## src/hw/cpu_pkg.sv

```systemverilog
`default_nettype none

package cpu_pkg;

   ////////////////////////////////
   // Widths and sizes
   ////////////////////////////////
   localparam int DATA_W        = 16;  // Data and instruction word
   localparam int REG_ADDR_W    = 4;   // Register select
   localparam int NUM_REGS      = 16;
   localparam int INSTR_CREDITS = 4;   // Queue depth = sender credits
   localparam int OPC_W         = 4;   // op and op_ex fields
   localparam int IMM_W         = 8;
   localparam int ALU_OP_W      = 3;
   localparam int SHAMT_W       = 4;   // Shift distance bits, next bit is direction

   ////////////////////////////////
   // Major opcodes
   ////////////////////////////////
   localparam logic [OPC_W-1:0] OP_RTYPE = 4'b0000;  // Register-register group
   localparam logic [OPC_W-1:0] OP_ANDI  = 4'b0001;
   localparam logic [OPC_W-1:0] OP_ORI   = 4'b0010;
   localparam logic [OPC_W-1:0] OP_XORI  = 4'b0011;
   localparam logic [OPC_W-1:0] OP_ADDI  = 4'b0101;
   localparam logic [OPC_W-1:0] OP_SUBI  = 4'b1001;
   localparam logic [OPC_W-1:0] OP_SHIFT = 4'b1000;  // LSH and LSHI
   localparam logic [OPC_W-1:0] OP_MOVI  = 4'b1101;
   localparam logic [OPC_W-1:0] OP_LUI   = 4'b1111;

   // Function codes carried in op_ex
   localparam logic [OPC_W-1:0] FN_AND    = 4'b0001;
   localparam logic [OPC_W-1:0] FN_OR     = 4'b0010;
   localparam logic [OPC_W-1:0] FN_XOR    = 4'b0011;
   localparam logic [OPC_W-1:0] FN_ADD    = 4'b0101;
   localparam logic [OPC_W-1:0] FN_SUB    = 4'b1001;
   localparam logic [OPC_W-1:0] FN_MOV    = 4'b1101;
   localparam logic [OPC_W-1:0] FN_LSH    = 4'b0100;  // Amount from register
   localparam logic [OPC_W-1:0] FN_LSHI_L = 4'b0000;
   localparam logic [OPC_W-1:0] FN_LSHI_R = 4'b0001;

   ////////////////////////////////
   // ALU operations
   ////////////////////////////////
   localparam logic [ALU_OP_W-1:0] ALU_ADD    = 3'd0;
   localparam logic [ALU_OP_W-1:0] ALU_SUB    = 3'd1;
   localparam logic [ALU_OP_W-1:0] ALU_AND    = 3'd2;
   localparam logic [ALU_OP_W-1:0] ALU_OR     = 3'd3;
   localparam logic [ALU_OP_W-1:0] ALU_XOR    = 3'd4;
   localparam logic [ALU_OP_W-1:0] ALU_PASS_B = 3'd5;  // MOV, MOVI, LUI
   localparam logic [ALU_OP_W-1:0] ALU_SHIFT  = 3'd6;

   // One instruction word, two field layouts
   typedef union packed
   {
      struct packed
      {
         logic [OPC_W-1:0]      op;
         logic [REG_ADDR_W-1:0] rdest;
         logic [OPC_W-1:0]      op_ex;
         logic [REG_ADDR_W-1:0] rsrc;
      } rr;                                // Register forms
      struct packed
      {
         logic [OPC_W-1:0]      op;
         logic [REG_ADDR_W-1:0] rdest;
         logic [IMM_W-1:0]      imm;
      } ri;                                // Immediate forms
   } instr_u;

endpackage

`default_nettype wire

```

## src/hw/instr_queue.sv

```systemverilog
`timescale 1ns/1ps
`default_nettype none

module instr_queue
(
   input  wire         CLK,
   input  wire         rst,
   input  wire         in_valid,       // Sender holds a credit
   input  wire  [15:0] in_instr,
   output logic        q_valid,        // Head present, decode takes it
   output logic [15:0] q_instr,
   output logic        credit_return   // One pulse per pop
);

   ////////////////////////////////
   // Storage and pointers
   ////////////////////////////////
   logic [15:0] mem [0:3];             // Four entries
   logic [1:0]  wr_ptr;
   logic [1:0]  rd_ptr;
   logic [2:0]  count;                 // 0..4

   assign q_valid = (count != 3'd0);   // Decode never stalls so head pops now
   assign q_instr = mem[rd_ptr];

   // Entry storage
   always_ff @(posedge CLK)
   begin
      if (in_valid)
         mem[wr_ptr] <= in_instr;
   end

   // Pointers, occupancy and credit pulse
   always_ff @(posedge CLK)
   begin
      if (!rst)
      begin
         wr_ptr        <= 2'd0;
         rd_ptr        <= 2'd0;
         count         <= 3'd0;
         credit_return <= 1'b0;
      end
      else
      begin
         if (in_valid)
            wr_ptr <= wr_ptr + 2'd1;   // Wraps at four
         if (q_valid)
            rd_ptr <= rd_ptr + 2'd1;
         count         <= count + {2'b00, in_valid} - {2'b00, q_valid};
         credit_return <= q_valid;     // High the cycle after the pop edge
      end
   end

endmodule

`default_nettype wire

```

## src/hw/instr_decode.sv

```systemverilog
`timescale 1ns/1ps
`default_nettype none

module instr_decode import cpu_pkg::*;
(
   input  wire                   CLK,
   input  wire                   rst,
   input  wire                   q_valid,     // Queue head present
   input  wire  [DATA_W-1:0]     q_instr,
   output logic [REG_ADDR_W-1:0] rd_addr_a,   // rdest read
   output logic [REG_ADDR_W-1:0] rd_addr_b,   // rsrc read
   input  wire  [DATA_W-1:0]     rd_data_a,
   input  wire  [DATA_W-1:0]     rd_data_b,
   input  wire  [DATA_W-1:0]     wb_data,     // Value now leaving execute
   output logic                  ex_valid,
   output logic [ALU_OP_W-1:0]   ex_op,
   output logic [DATA_W-1:0]     ex_a,
   output logic [DATA_W-1:0]     ex_b,
   output logic [REG_ADDR_W-1:0] ex_dest
);

   instr_u              iw;
   logic [DATA_W-1:0]   imm_sext;             // ADDI, SUBI, LSHI
   logic [DATA_W-1:0]   imm_zext;             // ANDI, ORI, XORI, MOVI
   logic [DATA_W-1:0]   imm_high;             // LUI
   logic [DATA_W-1:0]   src_a;
   logic [DATA_W-1:0]   src_b;
   logic                dec_ok;               // Encoding is one we execute
   logic [ALU_OP_W-1:0] dec_op;
   logic [DATA_W-1:0]   dec_b;

   assign iw        = q_instr;
   assign rd_addr_a = iw.rr.rdest;
   assign rd_addr_b = iw.rr.rsrc;

   assign imm_sext = {{(DATA_W-IMM_W){iw.ri.imm[IMM_W-1]}}, iw.ri.imm};
   assign imm_zext = {{(DATA_W-IMM_W){1'b0}}, iw.ri.imm};
   assign imm_high = {iw.ri.imm, {(DATA_W-IMM_W){1'b0}}};  // Low byte cleared

   ////////////////////////////////
   // Forwarding from execute
   ////////////////////////////////
   // The register file still holds the old value while execute writes it back
   assign src_a = (ex_valid && ex_dest == iw.rr.rdest) ? wb_data : rd_data_a;
   assign src_b = (ex_valid && ex_dest == iw.rr.rsrc)  ? wb_data : rd_data_b;

   ////////////////////////////////
   // Opcode decode
   ////////////////////////////////
   always_comb
   begin
      dec_ok = 1'b1;
      dec_op = ALU_ADD;
      dec_b  = src_b;
      case (iw.rr.op)
         OP_RTYPE:
         begin
            case (iw.rr.op_ex)
               FN_ADD:  dec_op = ALU_ADD;
               FN_SUB:  dec_op = ALU_SUB;
               FN_AND:  dec_op = ALU_AND;
               FN_OR:   dec_op = ALU_OR;
               FN_XOR:  dec_op = ALU_XOR;
               FN_MOV:  dec_op = ALU_PASS_B;
               default: dec_ok = 1'b0;        // No-op
            endcase
         end
         OP_ADDI:
         begin
            dec_op = ALU_ADD;
            dec_b  = imm_sext;
         end
         OP_SUBI:
         begin
            dec_op = ALU_SUB;
            dec_b  = imm_sext;
         end
         OP_ANDI:
         begin
            dec_op = ALU_AND;
            dec_b  = imm_zext;
         end
         OP_ORI:
         begin
            dec_op = ALU_OR;
            dec_b  = imm_zext;
         end
         OP_XORI:
         begin
            dec_op = ALU_XOR;
            dec_b  = imm_zext;
         end
         OP_SHIFT:
         begin
            dec_op = ALU_SHIFT;
            case (iw.rr.op_ex)
               FN_LSH:    dec_b = src_b;      // Amount and direction from rsrc
               FN_LSHI_L: dec_b = imm_sext;   // imm bit 4 = op_ex bit 0 = direction
               FN_LSHI_R: dec_b = imm_sext;
               default:   dec_ok = 1'b0;
            endcase
         end
         OP_MOVI:
         begin
            dec_op = ALU_PASS_B;
            dec_b  = imm_zext;
         end
         OP_LUI:
         begin
            dec_op = ALU_PASS_B;
            dec_b  = imm_high;
         end
         default: dec_ok = 1'b0;
      endcase
   end

   ////////////////////////////////
   // Decode stage register
   ////////////////////////////////
   always_ff @(posedge CLK)
   begin
      if (!rst)
         ex_valid <= 1'b0;
      else
         ex_valid <= q_valid && dec_ok;     // Undefined encodings drop here
   end

   always_ff @(posedge CLK)
   begin
      if (q_valid)
      begin
         ex_op   <= dec_op;
         ex_a    <= src_a;                  // Operand a is always rdest
         ex_b    <= dec_b;
         ex_dest <= iw.rr.rdest;
      end
   end

endmodule

`default_nettype wire

```

## src/hw/alu_execute.sv

```systemverilog
`timescale 1ns/1ps
`default_nettype none

module alu_execute import cpu_pkg::*;
(
   input  wire                   ex_valid,
   input  wire  [ALU_OP_W-1:0]   ex_op,
   input  wire  [DATA_W-1:0]     ex_a,       // rdest value
   input  wire  [DATA_W-1:0]     ex_b,       // rsrc or immediate
   input  wire  [REG_ADDR_W-1:0] ex_dest,
   output logic                  wb_valid,
   output logic [REG_ADDR_W-1:0] wb_dest,
   output logic [DATA_W-1:0]     wb_data     // Also the forwarding source
);

   logic [SHAMT_W-1:0] shamt;
   logic               shift_right;
   logic [DATA_W-1:0]  stage [0:SHAMT_W];    // Barrel shifter levels
   logic [DATA_W-1:0]  shift_out;

   assign shamt       = ex_b[SHAMT_W-1:0];
   assign shift_right = ex_b[SHAMT_W];       // 0 left, 1 right

   ////////////////////////////////
   // Barrel shifter
   ////////////////////////////////
   // Level i moves by 2**i when amount bit i is set, logical in both directions
   always_comb
   begin
      stage[0] = ex_a;
      for (int i = 0; i < SHAMT_W; i++)
      begin
         if (!shamt[i])
            stage[i+1] = stage[i];
         else if (shift_right)
            stage[i+1] = stage[i] >> (1 << i);
         else
            stage[i+1] = stage[i] << (1 << i);
      end
   end

   assign shift_out = stage[SHAMT_W];

   ////////////////////////////////
   // Result select
   ////////////////////////////////
   always_comb
   begin
      case (ex_op)
         ALU_ADD:    wb_data = ex_a + ex_b;   // Carry dropped
         ALU_SUB:    wb_data = ex_a - ex_b;
         ALU_AND:    wb_data = ex_a & ex_b;
         ALU_OR:     wb_data = ex_a | ex_b;
         ALU_XOR:    wb_data = ex_a ^ ex_b;
         ALU_PASS_B: wb_data = ex_b;          // MOV, MOVI, LUI
         ALU_SHIFT:  wb_data = shift_out;
         default:    wb_data = '0;            // Code 7 unused
      endcase
   end

   // Control rides along with the value
   assign wb_valid = ex_valid;
   assign wb_dest  = ex_dest;

endmodule

`default_nettype wire

```

## src/hw/writeback_regfile.sv

```systemverilog
`timescale 1ns/1ps
`default_nettype none

module writeback_regfile import cpu_pkg::*;
(
   input  wire                   CLK,
   input  wire                   rst,
   input  wire  [REG_ADDR_W-1:0] rd_addr_a,
   input  wire  [REG_ADDR_W-1:0] rd_addr_b,
   output logic [DATA_W-1:0]     rd_data_a,    // Combinational reads
   output logic [DATA_W-1:0]     rd_data_b,
   input  wire                   wb_valid,
   input  wire  [REG_ADDR_W-1:0] wb_dest,
   input  wire  [DATA_W-1:0]     wb_data,
   output logic                  result_valid,
   output logic [REG_ADDR_W-1:0] result_reg,
   output logic [DATA_W-1:0]     result
);

   logic [DATA_W-1:0] regs [0:NUM_REGS-1];

   // Old contents during a write, decode forwards the new one
   assign rd_data_a = regs[rd_addr_a];
   assign rd_data_b = regs[rd_addr_b];

   ////////////////////////////////
   // Register write
   ////////////////////////////////
   always_ff @(posedge CLK)
   begin
      if (!rst)
      begin
         for (int i = 0; i < NUM_REGS; i++)
            regs[i] <= '0;                     // All registers read zero
         result_valid <= 1'b0;
      end
      else
      begin
         if (wb_valid)
            regs[wb_dest] <= wb_data;
         result_valid <= wb_valid;
      end
   end

   // Result port mirrors the write
   always_ff @(posedge CLK)
   begin
      if (wb_valid)
      begin
         result_reg <= wb_dest;
         result     <= wb_data;
      end
   end

endmodule

`default_nettype wire

```

## src/hw/cpu_top.sv

```systemverilog
`timescale 1ns/1ps
`default_nettype none

module cpu_top import cpu_pkg::*;
(
   input  wire                   CLK,
   input  wire                   rst,
   input  wire                   in_valid,       // Needs a sender credit
   input  wire  [DATA_W-1:0]     in_instr,
   output logic                  credit_return,
   output logic                  result_valid,   // Two edges after acceptance
   output logic [REG_ADDR_W-1:0] result_reg,
   output logic [DATA_W-1:0]     result
);

   ////////////////////////////////
   // Stage wiring
   ////////////////////////////////
   logic                  q_valid;
   logic [DATA_W-1:0]     q_instr;
   logic [REG_ADDR_W-1:0] rd_addr_a;
   logic [REG_ADDR_W-1:0] rd_addr_b;
   logic [DATA_W-1:0]     rd_data_a;
   logic [DATA_W-1:0]     rd_data_b;
   logic                  ex_valid;
   logic [ALU_OP_W-1:0]   ex_op;
   logic [DATA_W-1:0]     ex_a;
   logic [DATA_W-1:0]     ex_b;
   logic [REG_ADDR_W-1:0] ex_dest;
   logic                  wb_valid;
   logic [REG_ADDR_W-1:0] wb_dest;
   logic [DATA_W-1:0]     wb_data;

   instr_queue u_queue
   (
      .CLK           (CLK),
      .rst           (rst),
      .in_valid      (in_valid),
      .in_instr      (in_instr),
      .q_valid       (q_valid),
      .q_instr       (q_instr),
      .credit_return (credit_return)
   );

   instr_decode u_decode
   (
      .CLK       (CLK),
      .rst       (rst),
      .q_valid   (q_valid),
      .q_instr   (q_instr),
      .rd_addr_a (rd_addr_a),
      .rd_addr_b (rd_addr_b),
      .rd_data_a (rd_data_a),
      .rd_data_b (rd_data_b),
      .wb_data   (wb_data),        // Forwarding path
      .ex_valid  (ex_valid),
      .ex_op     (ex_op),
      .ex_a      (ex_a),
      .ex_b      (ex_b),
      .ex_dest   (ex_dest)
   );

   alu_execute u_execute
   (
      .ex_valid (ex_valid),
      .ex_op    (ex_op),
      .ex_a     (ex_a),
      .ex_b     (ex_b),
      .ex_dest  (ex_dest),
      .wb_valid (wb_valid),
      .wb_dest  (wb_dest),
      .wb_data  (wb_data)
   );

   writeback_regfile u_regfile
   (
      .CLK          (CLK),
      .rst          (rst),
      .rd_addr_a    (rd_addr_a),
      .rd_addr_b    (rd_addr_b),
      .rd_data_a    (rd_data_a),
      .rd_data_b    (rd_data_b),
      .wb_valid     (wb_valid),
      .wb_dest      (wb_dest),
      .wb_data      (wb_data),
      .result_valid (result_valid),
      .result_reg   (result_reg),
      .result       (result)
   );

endmodule

`default_nettype wire

```

## config.mk

```make
export PLATFORM = sky130hd
export DESIGN_NAME = cpu_top
export DESIGN_NICKNAME = d
export VERILOG_FILES = /design/src/hw/cpu_pkg.sv /design/src/hw/instr_queue.sv /design/src/hw/instr_decode.sv /design/src/hw/alu_execute.sv /design/src/hw/writeback_regfile.sv /design/src/hw/cpu_top.sv
export SDC_FILE = /design/constraint.sdc
export NUM_CORES = 1
export LEC_CHECK = 0
export BUFFER_PORTS_ARGS = -buffer_cell sky130_fd_sc_hd__buf_2
export CAP_MARGIN = 0
export CORE_MARGIN = 1.5
export CORE_UTILIZATION = 23
export DETAILED_ROUTE_END_ITERATION = 8
export PLACE_DENSITY_LB_ADDON = 0.25
export SLEW_MARGIN = 10
export SYNTH_ARGS = -nofsm -noshare
export SYNTH_HDL_FRONTEND = slang
export SYNTH_SLANG_ARGS = --single-unit
```

## constraint.sdc

```tcl
create_clock -name CLK -period 4.9 [get_ports CLK]
set_input_delay 0.245 -clock CLK [delete_from_list [all_inputs] [get_ports CLK]]
set_output_delay 0.245 -clock CLK [all_outputs]
set_load 0.01 [all_outputs]
```

==> impl_summary.txt <==
----------------------------------------------------
[Floorplanning]
  Die H ... 314 um
  Area of the core ... 96400 um^2
  Rows ... 114
  Width of the die ... 314 um
  Count of pins on the block boundary ... 41
  Die area ... 98900 um^2
  Effective utilization at floorplan ... 23.1%

[Clock tree]
  Clock sink count ... 391
  Buffer depth of the longest clock path ... 3
  CTS tree ... yes
  Post-CTS clock slew at the launch and capture registers of the worst setup and hold paths ... 0.07 ns
  Buffers inserted by post-CTS timing repair ... 0
  Number of buffers inserted during clock tree synthesis ... 41
  Root Buffer Master ... clkbuf_16
  Clock insertion delay at the later pin of the skew report ... 0.56 ns
  Max H-tree Level ... 2

[Logic synthesis]
  Warning count from the yosys run ... 0
  Cell count after synthesis ... 1771
  Most instantiated library cell after synthesis ... edfxtp_1
  Post-synthesis compound-gate area fraction ... 8.95%
  Average cell area after synthesis ... 12.6 um^2
  Top_reg_cell synth ... edfxtp_1
  EDFF count, synth ... 379
  Syn nets ... 1846
  Synth top area share ... 51.0%
  Commonest cells in the netlist ... 379 x edfxtp_1, 325 x nor2_1, 145 x mux4_2, 99 x nand2_1, 92 x mux2i_1
  Distinct cells, synth ... 79
  Proportion of synthesized area in mux cells ... 19.4%
  Area share of xor/xnor cells in the synthesized design ... 1.33%
  Top area cells in the synthesized netlist ... edfxtp_1 51%, mux4_2 15%, nor2_1 5.5%
  Largest family of logic cells by synthesized area ... multiplexers
  Cell area after synthesis ... 22300 um^2
  Area leader, netlist ... edfxtp_1
  Adder-cell area share of the yosys netlist ... 3.21%
  Flip-flop and latch count after synthesis ... 391
  Share of synthesized cell area in and, or, nand and nor gates ... 10.7%
  Share of flip-flops with an asynchronous set or reset ... 0%
  Sequential area share after synthesis ... 52.1%

[Global routing]
  Aggregate global routing overflow ... 0
  Maximum number of pins on one net before global-route repair ... 51
  Initial antenna violation count ... 3
  Global routing usage summed across all routing layers ... 15.4%
  Global-route wire length before repair ... 112000 um
  Number of global-route vias before repair ... 15700

[Worst hold path]
  Terminating pin of the worst hold path ... u_queue.wr_ptr[1]
  Worst Hold Class ... in2reg
  Hold path startpoint ... in_valid
  Worst Hold Depth ... 3

[Place]
  GPL Wtd Cong ... 0.911
  Count of input and output buffers ... 40
  Detailed-placement wirelength estimate ... 50900 um
  # placed instances ... 3035

[STA]
  Post-route minimum period ... 4.74 ns
  RSZ-0062 raised after global routing ... no
  Remaining max-slew budget at the tightest pin ... 12.8%
  Actual slew at the worst max-slew pin ... 1.31 ns
  Setup TNS ... 0 ns
  Maximum clock frequency ... 211 MHz
  Setup skew after layout ... 0.0287 ns
  Final setup violating endpoints ... 0
  Number of endpoints with negative hold slack in the final report ... 0
  Final Max Tran Viols ... 0
  Share of the clock period used by the worst path ... 96.6%

[Pwr]
  Clock network power share ... 16.6%
  Net switching share of the total power ... 47.1%
  Share of power burned in registers ... 25.3%
  Power per Cell Area ... 767 nW/um^2
  Part of the total power dissipated in combinational logic ... 58.1%
  Total net switching power ... 9.27 mW
  Leakage component of the power ... 9.13 nW
  Internal ... 10.4 mW
  Largest voltage drop on the vdd net ... 0.349 mV

[Critical path]
  Kind of end point of the critical path ... flop
  Destination of the worst register-to-register timing path ... u_decode.ex_b[14]
  Worst R2R Start ... u_decode.ex_b[0]
  Critical Path Slowest Stage Cell ... a211oi_1
  Largest driver fanout on the critical path ... 19
  Classification of the worst setup path ... reg2reg
  Register-to-Register Path Depth ... 15
  Crit-path max cell delay ... 0.50 ns
  Data arrival, critical path ... 4.96 ns
  Startpoint class of the critical path ... flop
  CP required ... 5.13 ns
  Cells traversed along the worst timing path ... buf_4 > nor3_1 > buf_4 > nand4_1 > o41ai_2 > xnor2_1 > ha_1 > nor2_1 > mux2_2 > o211ai_1 > o2111ai_1 > a211oi_1 > and3_1 > buf_4 > o221ai_1
  Cell occurring most often along the worst timing path ... buf_4
  Reg-to-reg slack, setup ... 0.16 ns

[Drt]
  Routed length per placed instance ... 24.5 um
  Routed wire length ... 76600 um
  Drt pass-1 iters ... 7
  Total via count in the routed design ... 15500
  DRC marker count from the first detailed-route iteration ... 1364
  Detail Route Antenna Nets ... 0
  Detailed-route vias per instance ... 4.94
  DRC Markers ... 0

[Layout]
  Multi-input gate area ... 9740 um^2
  Final instance count without filler cells ... 3126
  Number of nets in the finished design ... 1893
  Layout cells sized above 1 ... 20.2%
  Number of inserted diodes ... 0
  Layout overhead on the synthesized area ... 15.2%
  Flip-flop count of the largest register after layout ... 256
  FF/Latch Area ... 11600 um^2
  Filler Cells Inserted ... 10100

[Outcome]
  Run status ... finished, final reports clean

[Job]
  Max-cap viol count ... 0

----------------------------------------------------
==> critical path: cells and delay by family, from the launching register on <==
family                     cells  cell delay (ns)
and+or+nand+nor                4             0.74
buffers and inverters          3             0.71
muxes                          1             0.27
DFF                            1             0.48
xor gates and xnor gates       1             0.12
AOI/OAI and AO/OA              5             1.68
adders and majority gates      1             0.39
==> per-stage QoR <==
step	area, um^2	hold WS [ns]	util, %	setup slack [ns]	total power, mW
3_5_place_dp	24100	0.466	25.0	0.0500	16.4
6_report	25700	0.0708	26.6	0.165	19.7
5_1_grt	25700	0.105	26.6	0.0412	20.9
3_3_place_gp	24100	0.457	25.0	-0.116	16.3
2_1_floorplan	22300	0.344	-	0.697	12.5
4_1_cts	25700	0.0631	26.6	0.168	19.8
==> logic make-up after synthesis <==
family          count (synthesis)
simple gates                  546
flops                         391
compound gates                283
mux                           249
buf+inv                       212
fa+ha+maj                      56
xor+xnor                       34
==> final cells by class <==
class | count | share of cell area [%]
Tap cell | 1276 | 6.22
Clock inverter | 27 | 1.28
Clock buffer | 48 | 4.14
Sequential cell | 391 | 45.2
Timing Repair Buffer | 142 | 4.11
Inverter | 74 | 1.08
Multi-Input combinational cell | 1168 | 37.9
==> per-layer routing <==
metal / wire length [um] / track usage [%] / share of wire [%]
met2: 39000 / 27.4 / 51
met3: 3780 / 1.98 / 4.9
met5: 11 / 0 / 0.014
met4: 1930 / 4.13 / 2.5
met1: 31800 / 19.6 / 42
==> cells in the final DEF (no fill, tap or decap), types with 13 or more instances in the layout <==
cell,instances
a211oi_1,25
a21oi_1,63
a22oi_1,13
buf_2,40
buf_4,82
clkbuf_16,41
dlygate4sd3_1,16
edfxtp_1,379
ha_1,54
inv_1,67
mux2i_1,91
mux4_2,142
nand2_1,99
nand2b_1,14
nand3_1,14
nor2_1,325
nor2b_1,26
o21ai_0,34
o22ai_1,17
xnor2_1,25
==> how the worst max path moves through the flow <==
stage,startpoint,endpoint,cells past startpoint
final,u_decode.ex_b[0],u_decode.ex_b[14],15
after global routing,u_decode.ex_b[4],u_decode.ex_b[14],13
after CTS,u_decode.ex_b[4],u_decode.ex_b[14],13
after detailed placement,u_decode.ex_b[4],u_decode.ex_b[14],13
after global placement,u_decode.ex_b[3],u_decode.ex_b[14],13
after floorplan,u_decode.ex_b[0],u_regfile.regs[10][9],18
==> power by group through the flow <==
stage	clock network [mW]	logic (mW)	registers (mW)
after floorplan	0	7.71	4.76
after global placement	0	11.3	5.03
after detailed placement	0	11.4	5.04
after CTS	3.36	11.4	4.98
after global routing	3.47	12.4	5.04
final	3.28	11.4	4.98
==> repair_timing <==
item | CTS | global route
cloned | 0 | 0
hold buffers | 16 | 0
pin swaps | 0 | 0
resized for setup | 1 | 1
endpoints found under the setup margin | 1 | 10
hold endpoints to repair | 64 | 0
(Power assumes the default switching activity.)
